===== src/execStage_cfg.svh =====
`ifndef EXEC_STAGE_CFG_SVH
`define EXEC_STAGE_CFG_SVH

// datapath word
`define WORD_WIDTH 16

// eight architectural registers
`define REG_ADDR_WIDTH 3

// top four instruction bits followed by the two condition bits
`define OP_KEY_WIDTH 6

`endif


===== src/execPkg.sv =====
`include "execStage_cfg.svh"

package execPkg;

	typedef logic [`WORD_WIDTH-1:0] word;
	typedef logic [`REG_ADDR_WIDTH-1:0] regAddr;

	// opcode key is {instr[15:12], instr[1:0]}
	typedef enum logic [`OP_KEY_WIDTH-1:0]
	{
		ADD = 6'b000000,
		ADZ = 6'b000001, // executes on zero
		ADC = 6'b000010, // executes on carry
		ADI = 6'b000100, // low two bits are immediate, match on [5:2]
		NDU = 6'b001000,
		NDZ = 6'b001001,
		NDC = 6'b001010,
		LHI = 6'b001100,
		LW  = 6'b010000,
		SW  = 6'b010100,
		LM  = 6'b011000,
		JAL = 6'b100000,
		JLR = 6'b100100
	} opKey;

	// zero in the upper bit, carry in the lower
	typedef struct packed
	{
		logic zero;
		logic carry;
	} condFlags;

	// operand source for each ALU input
	typedef enum logic [1:0]
	{
		fromReg   = 2'b00,
		fromExMem = 2'b01,
		fromMemWb = 2'b10
	} fwdSel;

endpackage


===== src/aluStage.sv =====
`include "execStage_cfg.svh"

module aluStage
(
	input  logic              clk,
	input  logic              reset,
	input  logic              inValid,
	input  execPkg::opKey     op,
	input  execPkg::regAddr   regC,
	input  execPkg::regAddr   regB,
	input  execPkg::word      aluIn1,
	input  execPkg::word      aluIn2,
	input  logic              condMet,
	output logic              outValid,
	output execPkg::word      result,
	output execPkg::regAddr   destReg,
	output logic              regWrite,
	output execPkg::condFlags flags,
	output logic              flagWrite
);

	logic [`WORD_WIDTH:0] sum; // extra bit is the carry out
	logic                 nandOp;
	logic                 adiOp;
	execPkg::word         aluOut;
	execPkg::condFlags    aluFlags;

	assign sum    = {1'b0, aluIn1} + {1'b0, aluIn2};
	assign nandOp = op inside {execPkg::NDU, execPkg::NDC, execPkg::NDZ};
	assign adiOp  = ({op[5:2], 2'b00} == execPkg::ADI);
	assign aluOut = nandOp ? ~(aluIn1 & aluIn2) : sum[`WORD_WIDTH-1:0];

	assign aluFlags.zero  = (aluOut == '0);
	assign aluFlags.carry = nandOp ? 1'b0 : sum[`WORD_WIDTH];

	always_ff @(posedge clk)
	begin
		if (!reset)
		begin
			outValid  <= 1'b0;
			regWrite  <= 1'b0;
			flagWrite <= 1'b0;
		end
		else
		begin
			outValid  <= inValid;
			regWrite  <= inValid && condMet; // failed condition squashes both writes
			flagWrite <= inValid && condMet;
		end
	end

	always_ff @(posedge clk)
	begin
		if (!reset)
		begin
			result  <= '0;
			flags   <= '0;
			destReg <= '0;
		end
		else if (inValid)
		begin
			result  <= aluOut;
			flags   <= aluFlags;
			destReg <= adiOp ? regB : regC;
		end
	end

endmodule


===== src/destDecode.sv =====
module destDecode
(
	input  execPkg::opKey   op,
	input  execPkg::regAddr regA,
	input  execPkg::regAddr regB,
	input  execPkg::regAddr regC,
	output execPkg::regAddr dest,
	output logic            writesReg
);

	always_comb
	begin
		case (op)
			execPkg::ADD, execPkg::ADC, execPkg::ADZ,
			execPkg::NDU, execPkg::NDC, execPkg::NDZ:
			begin
				dest      = regC; // R-type writes rc
				writesReg = 1'b1;
			end
			execPkg::LHI, execPkg::LW, execPkg::LM, execPkg::JAL:
			begin
				dest      = regA; // loads and link write ra
				writesReg = 1'b1;
			end
			default:
			begin
				// only ADI is left with a destination, in rb
				dest      = regB;
				writesReg = ({op[5:2], 2'b00} == execPkg::ADI);
			end
		endcase
	end

endmodule


===== src/execStage.sv =====
module execStage
(
	input  logic              clk,
	input  logic              reset,
	input  logic              inValid,
	input  execPkg::opKey     op,
	input  execPkg::regAddr   regA,
	input  execPkg::regAddr   regB,
	input  execPkg::regAddr   regC,
	input  execPkg::word      rfData1,
	input  execPkg::word      rfData2,
	input  execPkg::word      imm,
	input  logic              exMemValid,
	input  execPkg::opKey     exMemOp,
	input  execPkg::regAddr   exMemRegA,
	input  execPkg::regAddr   exMemRegB,
	input  execPkg::regAddr   exMemRegC,
	input  logic              exMemExecuted,
	input  execPkg::word      exMemResult,
	input  logic              exMemFlagWrite,
	input  execPkg::condFlags exMemFlags,
	input  logic              memWbValid,
	input  execPkg::opKey     memWbOp,
	input  execPkg::regAddr   memWbRegA,
	input  execPkg::regAddr   memWbRegB,
	input  execPkg::regAddr   memWbRegC,
	input  logic              memWbExecuted,
	input  execPkg::word      memWbResult,
	input  logic              memWbFlagWrite,
	input  execPkg::condFlags memWbFlags,
	input  logic              ccrWrite,
	input  execPkg::condFlags ccrValue,
	output logic              outValid,
	output execPkg::word      result,
	output execPkg::regAddr   destReg,
	output logic              regWrite,
	output execPkg::condFlags flags,
	output logic              flagWrite,
	output execPkg::condFlags ccr
);

	execPkg::fwdSel sel1;
	execPkg::fwdSel sel2;
	logic           useImm;
	execPkg::word   aluIn1;
	execPkg::word   aluIn2;
	logic           condMet;

	hazardUnit hazardUnit_inst
	(
		.op(op),
		.regA(regA),
		.regB(regB),
		.exMemValid(exMemValid),
		.exMemExecuted(exMemExecuted),
		.exMemOp(exMemOp),
		.exMemRegA(exMemRegA),
		.exMemRegB(exMemRegB),
		.exMemRegC(exMemRegC),
		.memWbValid(memWbValid),
		.memWbExecuted(memWbExecuted),
		.memWbOp(memWbOp),
		.memWbRegA(memWbRegA),
		.memWbRegB(memWbRegB),
		.memWbRegC(memWbRegC),
		.sel1(sel1),
		.sel2(sel2),
		.useImm(useImm)
	);

	operandSelect operandSelect_inst
	(
		.rfData1(rfData1),
		.rfData2(rfData2),
		.imm(imm),
		.exMemResult(exMemResult),
		.memWbResult(memWbResult),
		.sel1(sel1),
		.sel2(sel2),
		.useImm(useImm),
		.aluIn1(aluIn1),
		.aluIn2(aluIn2)
	);

	flagUnit flagUnit_inst
	(
		.clk(clk),
		.reset(reset),
		.op(op),
		.ccrWrite(ccrWrite),
		.ccrValue(ccrValue),
		.exMemValid(exMemValid),
		.exMemFlagWrite(exMemFlagWrite),
		.exMemFlags(exMemFlags),
		.memWbValid(memWbValid),
		.memWbFlagWrite(memWbFlagWrite),
		.memWbFlags(memWbFlags),
		.ccr(ccr),
		.condMet(condMet)
	);

	aluStage aluStage_inst
	(
		.clk(clk),
		.reset(reset),
		.inValid(inValid),
		.op(op),
		.regC(regC),
		.regB(regB),
		.aluIn1(aluIn1),
		.aluIn2(aluIn2),
		.condMet(condMet),
		.outValid(outValid),
		.result(result),
		.destReg(destReg),
		.regWrite(regWrite),
		.flags(flags),
		.flagWrite(flagWrite)
	);

endmodule


===== src/flagUnit.sv =====
module flagUnit
(
	input  logic             clk,
	input  logic             reset,
	input  execPkg::opKey    op,
	input  logic             ccrWrite,
	input  execPkg::condFlags ccrValue,
	input  logic             exMemValid,
	input  logic             exMemFlagWrite,
	input  execPkg::condFlags exMemFlags,
	input  logic             memWbValid,
	input  logic             memWbFlagWrite,
	input  execPkg::condFlags memWbFlags,
	output execPkg::condFlags ccr,
	output logic             condMet
);

	execPkg::condFlags srcFlags;

	// architectural CCR, written back from the end of the pipe
	always_ff @(posedge clk)
	begin
		if (!reset)
			ccr <= '0;
		else if (ccrWrite)
			ccr <= ccrValue;
	end

	// freshest flags first
	always_comb
	begin
		if (exMemValid && exMemFlagWrite)
			srcFlags = exMemFlags;
		else if (memWbValid && memWbFlagWrite)
			srcFlags = memWbFlags;
		else
			srcFlags = ccr;
	end

	always_comb
	begin
		case (op)
			execPkg::ADC, execPkg::NDC:
				condMet = srcFlags.carry;
			execPkg::ADZ, execPkg::NDZ:
				condMet = srcFlags.zero;
			default:
				condMet = 1'b1; // unconditional ops always execute
		endcase
	end

endmodule


===== src/hazardUnit.sv =====
module hazardUnit
(
	input  execPkg::opKey   op,
	input  execPkg::regAddr regA,
	input  execPkg::regAddr regB,
	input  logic            exMemValid,
	input  logic            exMemExecuted,
	input  execPkg::opKey   exMemOp,
	input  execPkg::regAddr exMemRegA,
	input  execPkg::regAddr exMemRegB,
	input  execPkg::regAddr exMemRegC,
	input  logic            memWbValid,
	input  logic            memWbExecuted,
	input  execPkg::opKey   memWbOp,
	input  execPkg::regAddr memWbRegA,
	input  execPkg::regAddr memWbRegB,
	input  execPkg::regAddr memWbRegC,
	output execPkg::fwdSel  sel1,
	output execPkg::fwdSel  sel2,
	output logic            useImm
);

	execPkg::regAddr exMemDest;
	execPkg::regAddr memWbDest;
	logic            exMemWrites;
	logic            memWbWrites;
	logic            exMemLive;
	logic            memWbLive;
	logic            rType;

	destDecode exMemDecode
	(
		.op(exMemOp),
		.regA(exMemRegA),
		.regB(exMemRegB),
		.regC(exMemRegC),
		.dest(exMemDest),
		.writesReg(exMemWrites)
	);

	destDecode memWbDecode
	(
		.op(memWbOp),
		.regA(memWbRegA),
		.regB(memWbRegB),
		.regC(memWbRegC),
		.dest(memWbDest),
		.writesReg(memWbWrites)
	);

	assign exMemLive = exMemValid && exMemExecuted && exMemWrites; // squashed ops never forward
	assign memWbLive = memWbValid && memWbExecuted && memWbWrites;
	assign useImm    = ({op[5:2], 2'b00} == execPkg::ADI);
	assign rType     = op inside {execPkg::ADD, execPkg::ADC, execPkg::ADZ,
		execPkg::NDU, execPkg::NDC, execPkg::NDZ};

	always_comb
	begin
		sel1 = execPkg::fromReg;
		if (exMemLive && exMemDest == regA)
			sel1 = execPkg::fromExMem; // youngest producer wins
		else if (memWbLive && memWbDest == regA)
			sel1 = execPkg::fromMemWb;

		sel2 = execPkg::fromReg;
		if (rType && exMemLive && exMemDest == regB)
			sel2 = execPkg::fromExMem;
		else if (rType && memWbLive && memWbDest == regB)
			sel2 = execPkg::fromMemWb;
	end

endmodule


===== src/operandSelect.sv =====
module operandSelect
(
	input  execPkg::word   rfData1,
	input  execPkg::word   rfData2,
	input  execPkg::word   imm,
	input  execPkg::word   exMemResult,
	input  execPkg::word   memWbResult,
	input  execPkg::fwdSel sel1,
	input  execPkg::fwdSel sel2,
	input  logic           useImm,
	output execPkg::word   aluIn1,
	output execPkg::word   aluIn2
);

	// one forwarding mux, used for both inputs
	function automatic execPkg::word pick(execPkg::fwdSel sel, execPkg::word regData);
		case (sel)
			execPkg::fromExMem: return exMemResult;
			execPkg::fromMemWb: return memWbResult;
			default:            return regData;
		endcase
	endfunction

	always_comb
	begin
		aluIn1 = pick(sel1, rfData1);
		if (useImm)
			aluIn2 = imm; // ADI takes the sign-extended immediate
		else
			aluIn2 = pick(sel2, rfData2);
	end

endmodule


===== config.mk =====
export PLATFORM = sky130hd
export DESIGN_NAME = execStage
export DESIGN_NICKNAME = d
export VERILOG_FILES = /design/src/execPkg.sv /design/src/aluStage.sv /design/src/destDecode.sv /design/src/execStage.sv /design/src/flagUnit.sv /design/src/hazardUnit.sv /design/src/operandSelect.sv
export VERILOG_INCLUDE_DIRS = /design/src
export SDC_FILE = /design/constraint.sdc
export NUM_CORES = 1
export LEC_CHECK = 0
export BUFFER_PORTS_ARGS = -buffer_cell sky130_fd_sc_hd__buf_2
export CAP_MARGIN = 25
export CORE_AREA = 2 2 83 85
export CTS_BUF_LIST = sky130_fd_sc_hd__clkbuf_4 sky130_fd_sc_hd__clkbuf_8
export CTS_CLUSTER_DIAMETER = 30
export CTS_CLUSTER_SIZE = 24
export DETAILED_ROUTE_END_ITERATION = 8
export DIE_AREA = 0 0 85 87
export PLACE_DENSITY = 0.93
export SYNTH_ARGS = -nofsm -noshare
export SYNTH_HDL_FRONTEND = slang
export SYNTH_SLANG_ARGS = --single-unit

===== constraint.sdc =====
create_clock -name clk -period 8.5 [get_ports clk]
set_input_delay 1.275 -clock clk [delete_from_list [all_inputs] [get_ports clk]]
set_output_delay 1.275 -clock clk [all_outputs]
set_load 0.01 [all_outputs]

# --- Word level (Yosys, flattened, before mapping) ---
# Cells that the tools add are included.
op_classes:
  add_sub_neg: 1
  mux: 17
  bitwise_logic: 2
  n_eq_ne: 34
  n_reduce_logical: 27
op_table:
  columns: ["op", "count"]
  rows:
  - ["6-bit by 4-bit == test with 1-bit output (second input constant)", 11]
  - ["16-bit one-hot mux with 2 select lines", 2]
  - ["16-bit 2-to-1 mux", 2]
  - ["6-bit by 5-bit == test with 1-bit output (second input constant)", 4]
  - ["10-bit OR reduction", 2]
  - ["6-bit by 1-bit == test with 1-bit output (second input constant)", 3]
  - ["6-bit by 2-bit == test with 1-bit output (second input constant)", 3]
  - ["6-bit logical NOT", 3]
  - ["16-bit by 16-bit adder with 17-bit output", 1]
  - ["16-bit bitwise AND", 1]
  - ["16-bit logical NOT", 1]
  - ["16-bit inverter", 1]
  - ["1-bit logical AND", 13]
  - ["3-bit == test", 4]
  - ["4-bit by 1-bit == test with 1-bit output (second input constant)", 3]
  - ["6-bit == test (second input constant)", 2]
  - ["2-bit 2-to-1 mux", 6]
  - ["3-bit one-hot mux with 2 select lines", 2]
  - ["6-bit OR reduction", 2]
  - ["4-bit OR reduction", 2]
  - ["6-bit nonzero test", 1]
  - ["2-bit by 1-bit == test with 1-bit output (second input constant)", 2]
  - ["2-bit == test (second input constant)", 2]
  - ["2-bit OR reduction", 2]
  - ["other kinds (4)", 6]
totals:
  inputBits: 141
  reg_bits: 25
  word_cells: 89
  out_inout_bits: 26

# --- Depth between registers and ports, before layout ---
depth:
  depth_word: 15
  mapped_depth: 22
  depth_no_buf: 21

# --- Hierarchy ---
# Synthesis repeated with hierarchy kept, for this count alone.
hier_totals:
  cells_unflattened: 449
  area_unflattened_um2: 3569.7
modules_own_cells:
  columns: ["module", "cells_each", "area_per_inst_um2", "seq_area_each_um2", "instances"]
  rows:
  - ["aluStage", 230, 1826.8, 460.4, 1]
  - ["operandSelect", 139, 1038.5, 0.0, 1]
  - ["destDecode", 17, 165.2, 0.0, 2]
  - ["hazardUnit", 25, 195.2, 0.0, 1]
  - ["flagUnit", 21, 178.9, 40.0, 1]

# --- Least setup slack after synthesis ---
# OpenSTA, ideal clock, no wires.
synth_path:
  path_kind: "input to register"
  start: "in memWbOp[1]"
  end: "reg, netlist name aluStage_inst.flags[1]"
  cell_stages: 20
  slack_ns: 2.940
  required_ns: 8.444
  path_buffers: 1
  arrival_ns: 5.504
  setup_ns: 0.056
  path_cell_list: "a2111oi_4 -> a31oi_1 -> o2bb2ai_1 -> a221oi_2 -> xnor2_1 -> nor4_4 -> buf_6 -> mux2_1 -> mux2i_1 -> o21ai_1 -> ha_1 -> a2111oi_0 -> o21ai_0 -> a41oi_1 -> xnor2_1 -> a21oi_1 -> inv_1 -> nor4_1 -> and4b_1 -> a21bo_2"
synth_between:
  elab_chain_len: 15
  elab_cells_between_ends: 37
  classes_between: "1 x add/sub; 15 x eq/ne; 10 x mux; 2 x bitwise; 9 x reduce/logical"
synth_lines:
  columns: ["item", "line", "text"]
  rows:
  - ["start: declaration", "execStage.sv:23", "input execPkg::opKey memWbOp,"]
  - ["parallel branches: the longest is 13 deep, another holds 16-bit by 16-bit adder with 17-bit output", null, null]
  - ["16-bit 2-to-1 mux (*)", "aluStage.sv:31", "assign aluOut = nandOp ? ~(aluIn1 & aluIn2) : sum[`WORD_WIDTH-1:0];"]
  - ["16-bit logical NOT (*)", "aluStage.sv:33", "assign aluFlags.zero = (aluOut == '0);"]
# Every way passes the cells marked *.
# A chain may end at the register's enable or synchronous reset.

# --- Final worst setup path ---
layout_path:
  start: "in exMemOp[1]"
  end: "reg, netlist name aluStage_inst.flags[1]"
layout_between:
  elab_chain_len: 14
  elab_cells_between_ends: 35
  classes_between: "1 x add/sub; 15 x eq/ne; 8 x mux; 2 x bitwise; 9 x reduce/logical"
layout_lines:
  columns: ["item", "line", "text"]
  rows:
  - ["start: declaration", "execStage.sv:14", "input execPkg::opKey exMemOp,"]
  - ["parallel branches: the longest is 12 deep, another holds 16-bit by 16-bit adder with 17-bit output", null, null]
  - ["16-bit 2-to-1 mux (*)", "aluStage.sv:31", null]
  - ["16-bit logical NOT (*)", "aluStage.sv:33", null]
# Marks and branches as above.

==> results.txt <==
The run finished with clean final reports. The half-perimeter wire length after detailed placement came out at 8520 um. The number of setup violations in the final report came out at 0. The number of ports placed on the die boundary came out at 167. The number of buffers and inverters on the critical path is 2. The share of cells above drive strength 1 came out at 0.338. The congestion estimate from routability-driven global placement came to 0.906.

Summing every instance area after synthesis gives ~3300 um^2. The number of filler instances in the final layout came out at 585. The post-layout minimum cycle time came out at 6.75 ns. The number of buffers added to fix hold violations after cts came out at 0. The critical path's slowest cell is a2111oi_2. Each instance of the synthesized netlist takes up on average 7.66 um^2. The share of the clock period used by the worst path after layout is 0.794. The global-route wire length before repair came out at 16100 um.

The maximum clock insertion buffer count is 2. The routed layout has 3926 vias. The longest individual stage delay on the worst path came out at 0.59 ns. The max-capacitance violation count is 0.

The CTS buffer count is 3. The area taken by multi-input logic gates is 2700 um^2. Data arrives at the worst endpoint at 6.97 ns. For this run, the post-layout net count is 742. The number of global-route vias before repair came out at 3718.

The clock sink count is 25. After clock tree synthesis, the clock-pin slew on the worst setup and hold paths is 0.09 ns. Port buffering added between 150 and 200 buffers. The combined flip-flop and latch cell area came out at 500 um^2. TritonCTS built the clock tree.

The number of post-CTS setup repair buffers came out at 0. The most frequently used flop master after synthesis is dfxtp_1. The cell sitting at the root of the clock tree is a clkbuf_8. At the pin with the least slew margin, the transition time is between 1 and 1.5 ns.

The residual DRC count is 0. The die covers roughly 7400 um^2. The setup TNS after final layout is 0 ns. The power per cell area is 102 nW/um^2. The share of async-settable or async-resettable flops after synthesis is 0. The site row count is 30. Including well taps, the total number of placed cells is 658. The met1 track demand over resource came out at 0.307.

Setup repair after global routing left no endpoint under its margin. The maximum number of pins on one net before global-route repair is 37. The required time of the critical path is roughly 8.7 ns. The most used routing layer in global routing is met2. The flop and latch count out of synthesis came out at 25. The slack of the worst reg-to-reg path is about 7.4 ns. The number of non-filler instances in the completed layout came out at 663. The number of gates given a new drive strength after cts is 0. Synthesis produced a netlist with a net count of 589. The CTS H-tree depth came out at 1.

The clock insertion delay at the later pin of the skew report came out at about 0.26 ns. The maximum clock frequency came out at 148 MHz. The initial antenna violation count is 0. Walking the worst path, the cells encountered are buf_2 > a2111oi_2 > nor2b_1 > o2bb2ai_1 > a221oi_1 > xnor2_1 > nor2_1 > nand4_2 > mux2i_1 > o21ai_1 > ha_1 > inv_1 > fa_1 > nor2b_1 > o31ai_1 > a21oi_1 > mux2i_1 > o31ai_1 > nand4_1 > nor4_1 > and4b_1 > a21bo_2. The static leakage came out at 0.00200 uW. During synthesis, Yosys emitted a total of 0 warnings. The type of the tightest min-delay check is register to register. Of the synthesized area, sequential elements account for 0.152. The cell family contributing the most delay on the critical path is compound AO/OA/AOI/OAI gates. The area of the core region came out at between 6000 and 7000 um^2. The average wire per standard cell is between 15 and 20 um. The total congestion overflow after global routing came out at 0. The per-cell via count in the routed design came out at 5.92.

The clock skew after layout is 0.000623 ns. The largest fanout on the critical path came out at 17. The first-pass iteration count of the detailed router is 4. The worst setup path is captured at a register. The worst-case IR drop observed on VDD is 73.0 uV. The critical setup path kind is input pin to register.

For this run, the total global-route usage over all layers was measured as 0.256. The met2 routing resource usage after global routing came out at 0.486. The critical path startpoint category is an input pin. The first routing iteration left about 220 violations. The total wire length after detailed routing came out at 10200 um. From left edge to right edge, the die measures 85 um. Synthesis produced a netlist whose cell count is 431. The antenna diode count came out at 0. The worst pin sits at a relative slew slack of 0.296. The area growth from synthesis to final layout came out at 28.3%. The number of enable-type register cells in the synthesized netlist came out at 0. In this run the remaining antenna-violating nets after routing total 0. The number of max-slew violations in the final report came out at 0. The number of distinct library cells after synthesis is just under 70.

The die is approximately 87 um tall. The count of final hold-check violations was 0. The initial cell density of the core came out at 0.503. For this run, global-route usage on met3 was measured as 0.0218.
cells by family (layout without fill, tap and decap cells):
kind of cell	count (synthesis)	after routing	share of synthesized area
DFF	25	25	0.152
adders and majority gates	17	17	0.0667
xor gates and xnor gates	20	20	0.0531
buffers and inverters	29	181	0.0379
and+or+nand+nor	146	146	0.221
AOI/OAI and AO/OA	133	133	0.275
muxes	61	61	0.195
state kept, by name, indices dropped and copies added (netlist names):
name,count
aluStage_inst.flags,2
flagUnit_inst.ccr,2
aluStage_inst.outValid,1
aluStage_inst.result,16
aluStage_inst.destReg,3
aluStage_inst.regWrite,1
worst min-delay path: stages (launching register included):
cell and delay [ns]:
dfxtp_1 0.32, nand2_1 0.05, o31ai_1 0.05
Yosys cell counts, types with 3 or more instances:
cell type  count  area [um^2]
a211oi_1      14          105
a21o_1         4         30.0
a21oi_1       24          120
a221oi_2       3         45.0
a311oi_1       3         26.3
a31oi_1        4         25.0
a41oi_1        3         26.3
and2_1         4         25.0
and2_2         3         22.5
clkbuf_1      16         60.1
dfxtp_1       25          500
ha_1          16          200
inv_1          7         26.3
mux2_1        15          169
mux2i_1       43          430
nand2_1       58          218
nand3_1        8         40.0
nor2_1        32          120
nor2b_1        5         31.3
nor3_1         8         40.0
nor3b_1        4         30.0
nor4b_1        3         26.3
o21a_1         5         37.5
o21ai_0       15         75.1
o21ai_1       30          150
o31ai_1        5         37.5
or2_2          4         25.0
xnor2_1       14          123
xor2_1         6         52.6
metal layers:
| layer | wire length [um] | up-vias |
|---|---|---|
| met5 | 0 | - |
| li1 | - | 1913 |
| met3 | 528 | 22 |
| met1 | 4200 | 1845 |
| met4 | 206 | 0 |
| met2 | 5280 | 146 |
layout by cell type, fill, tap and decap left out, types with 5 or more instances in the layout:
master    count
dfxtp_1      25
nor2b_1       5
nand2_1      58
a211oi_1     14
xor2_1        6
o21ai_1      30
nand3_1       8
nor2_1       32
ha_1         16
o31ai_1       5
o21a_1        5
mux2i_1      43
buf_2       166
a21oi_1      24
o21ai_0      15
mux2_1       15
inv_1         7
nor3_1        8
xnor2_1      14
report_power, final:
group	internal [uW]	total, uW	switching (uW)
clock network	36.6	71.9	35.3
logic	103	226	123
registers	128	134	6.13
metrics by stage:
step	setup slack (ns)	power (uW)	hold WS [ns]	instance area (um^2)	utilization
2_1_floorplan	2.94	276	0.479	3300	-
3_3_place_gp	2.03	352	0.445	4180	0.636
3_5_place_dp	1.68	360	0.446	4180	0.636
4_1_cts	1.93	431	0.464	4230	0.643
5_1_grt	1.39	460	0.480	4240	0.645
6_report	1.75	432	0.464	4240	0.645
final timing paths:
path                       endpoint  cells after the start              startpoint
min          aluStage_inst.flags[0]                      2  aluStage_inst.flags[0]
max          aluStage_inst.flags[1]                     22              exMemOp[1]
min reg2reg  aluStage_inst.flags[0]                      2  aluStage_inst.flags[0]
max reg2reg  aluStage_inst.regWrite                      3    flagUnit_inst.ccr[1]
area by class of cell:
type | instances | area share
Tap cell | 80 | 0.0236
Inverter | 7 | 0.00620
Timing Repair Buffer | 170 | 0.204
Clock buffer | 4 | 0.0115
Multi-Input combinational cell | 377 | 0.637
Sequential cell | 25 | 0.118
Power figures use the tool's default switching activity.
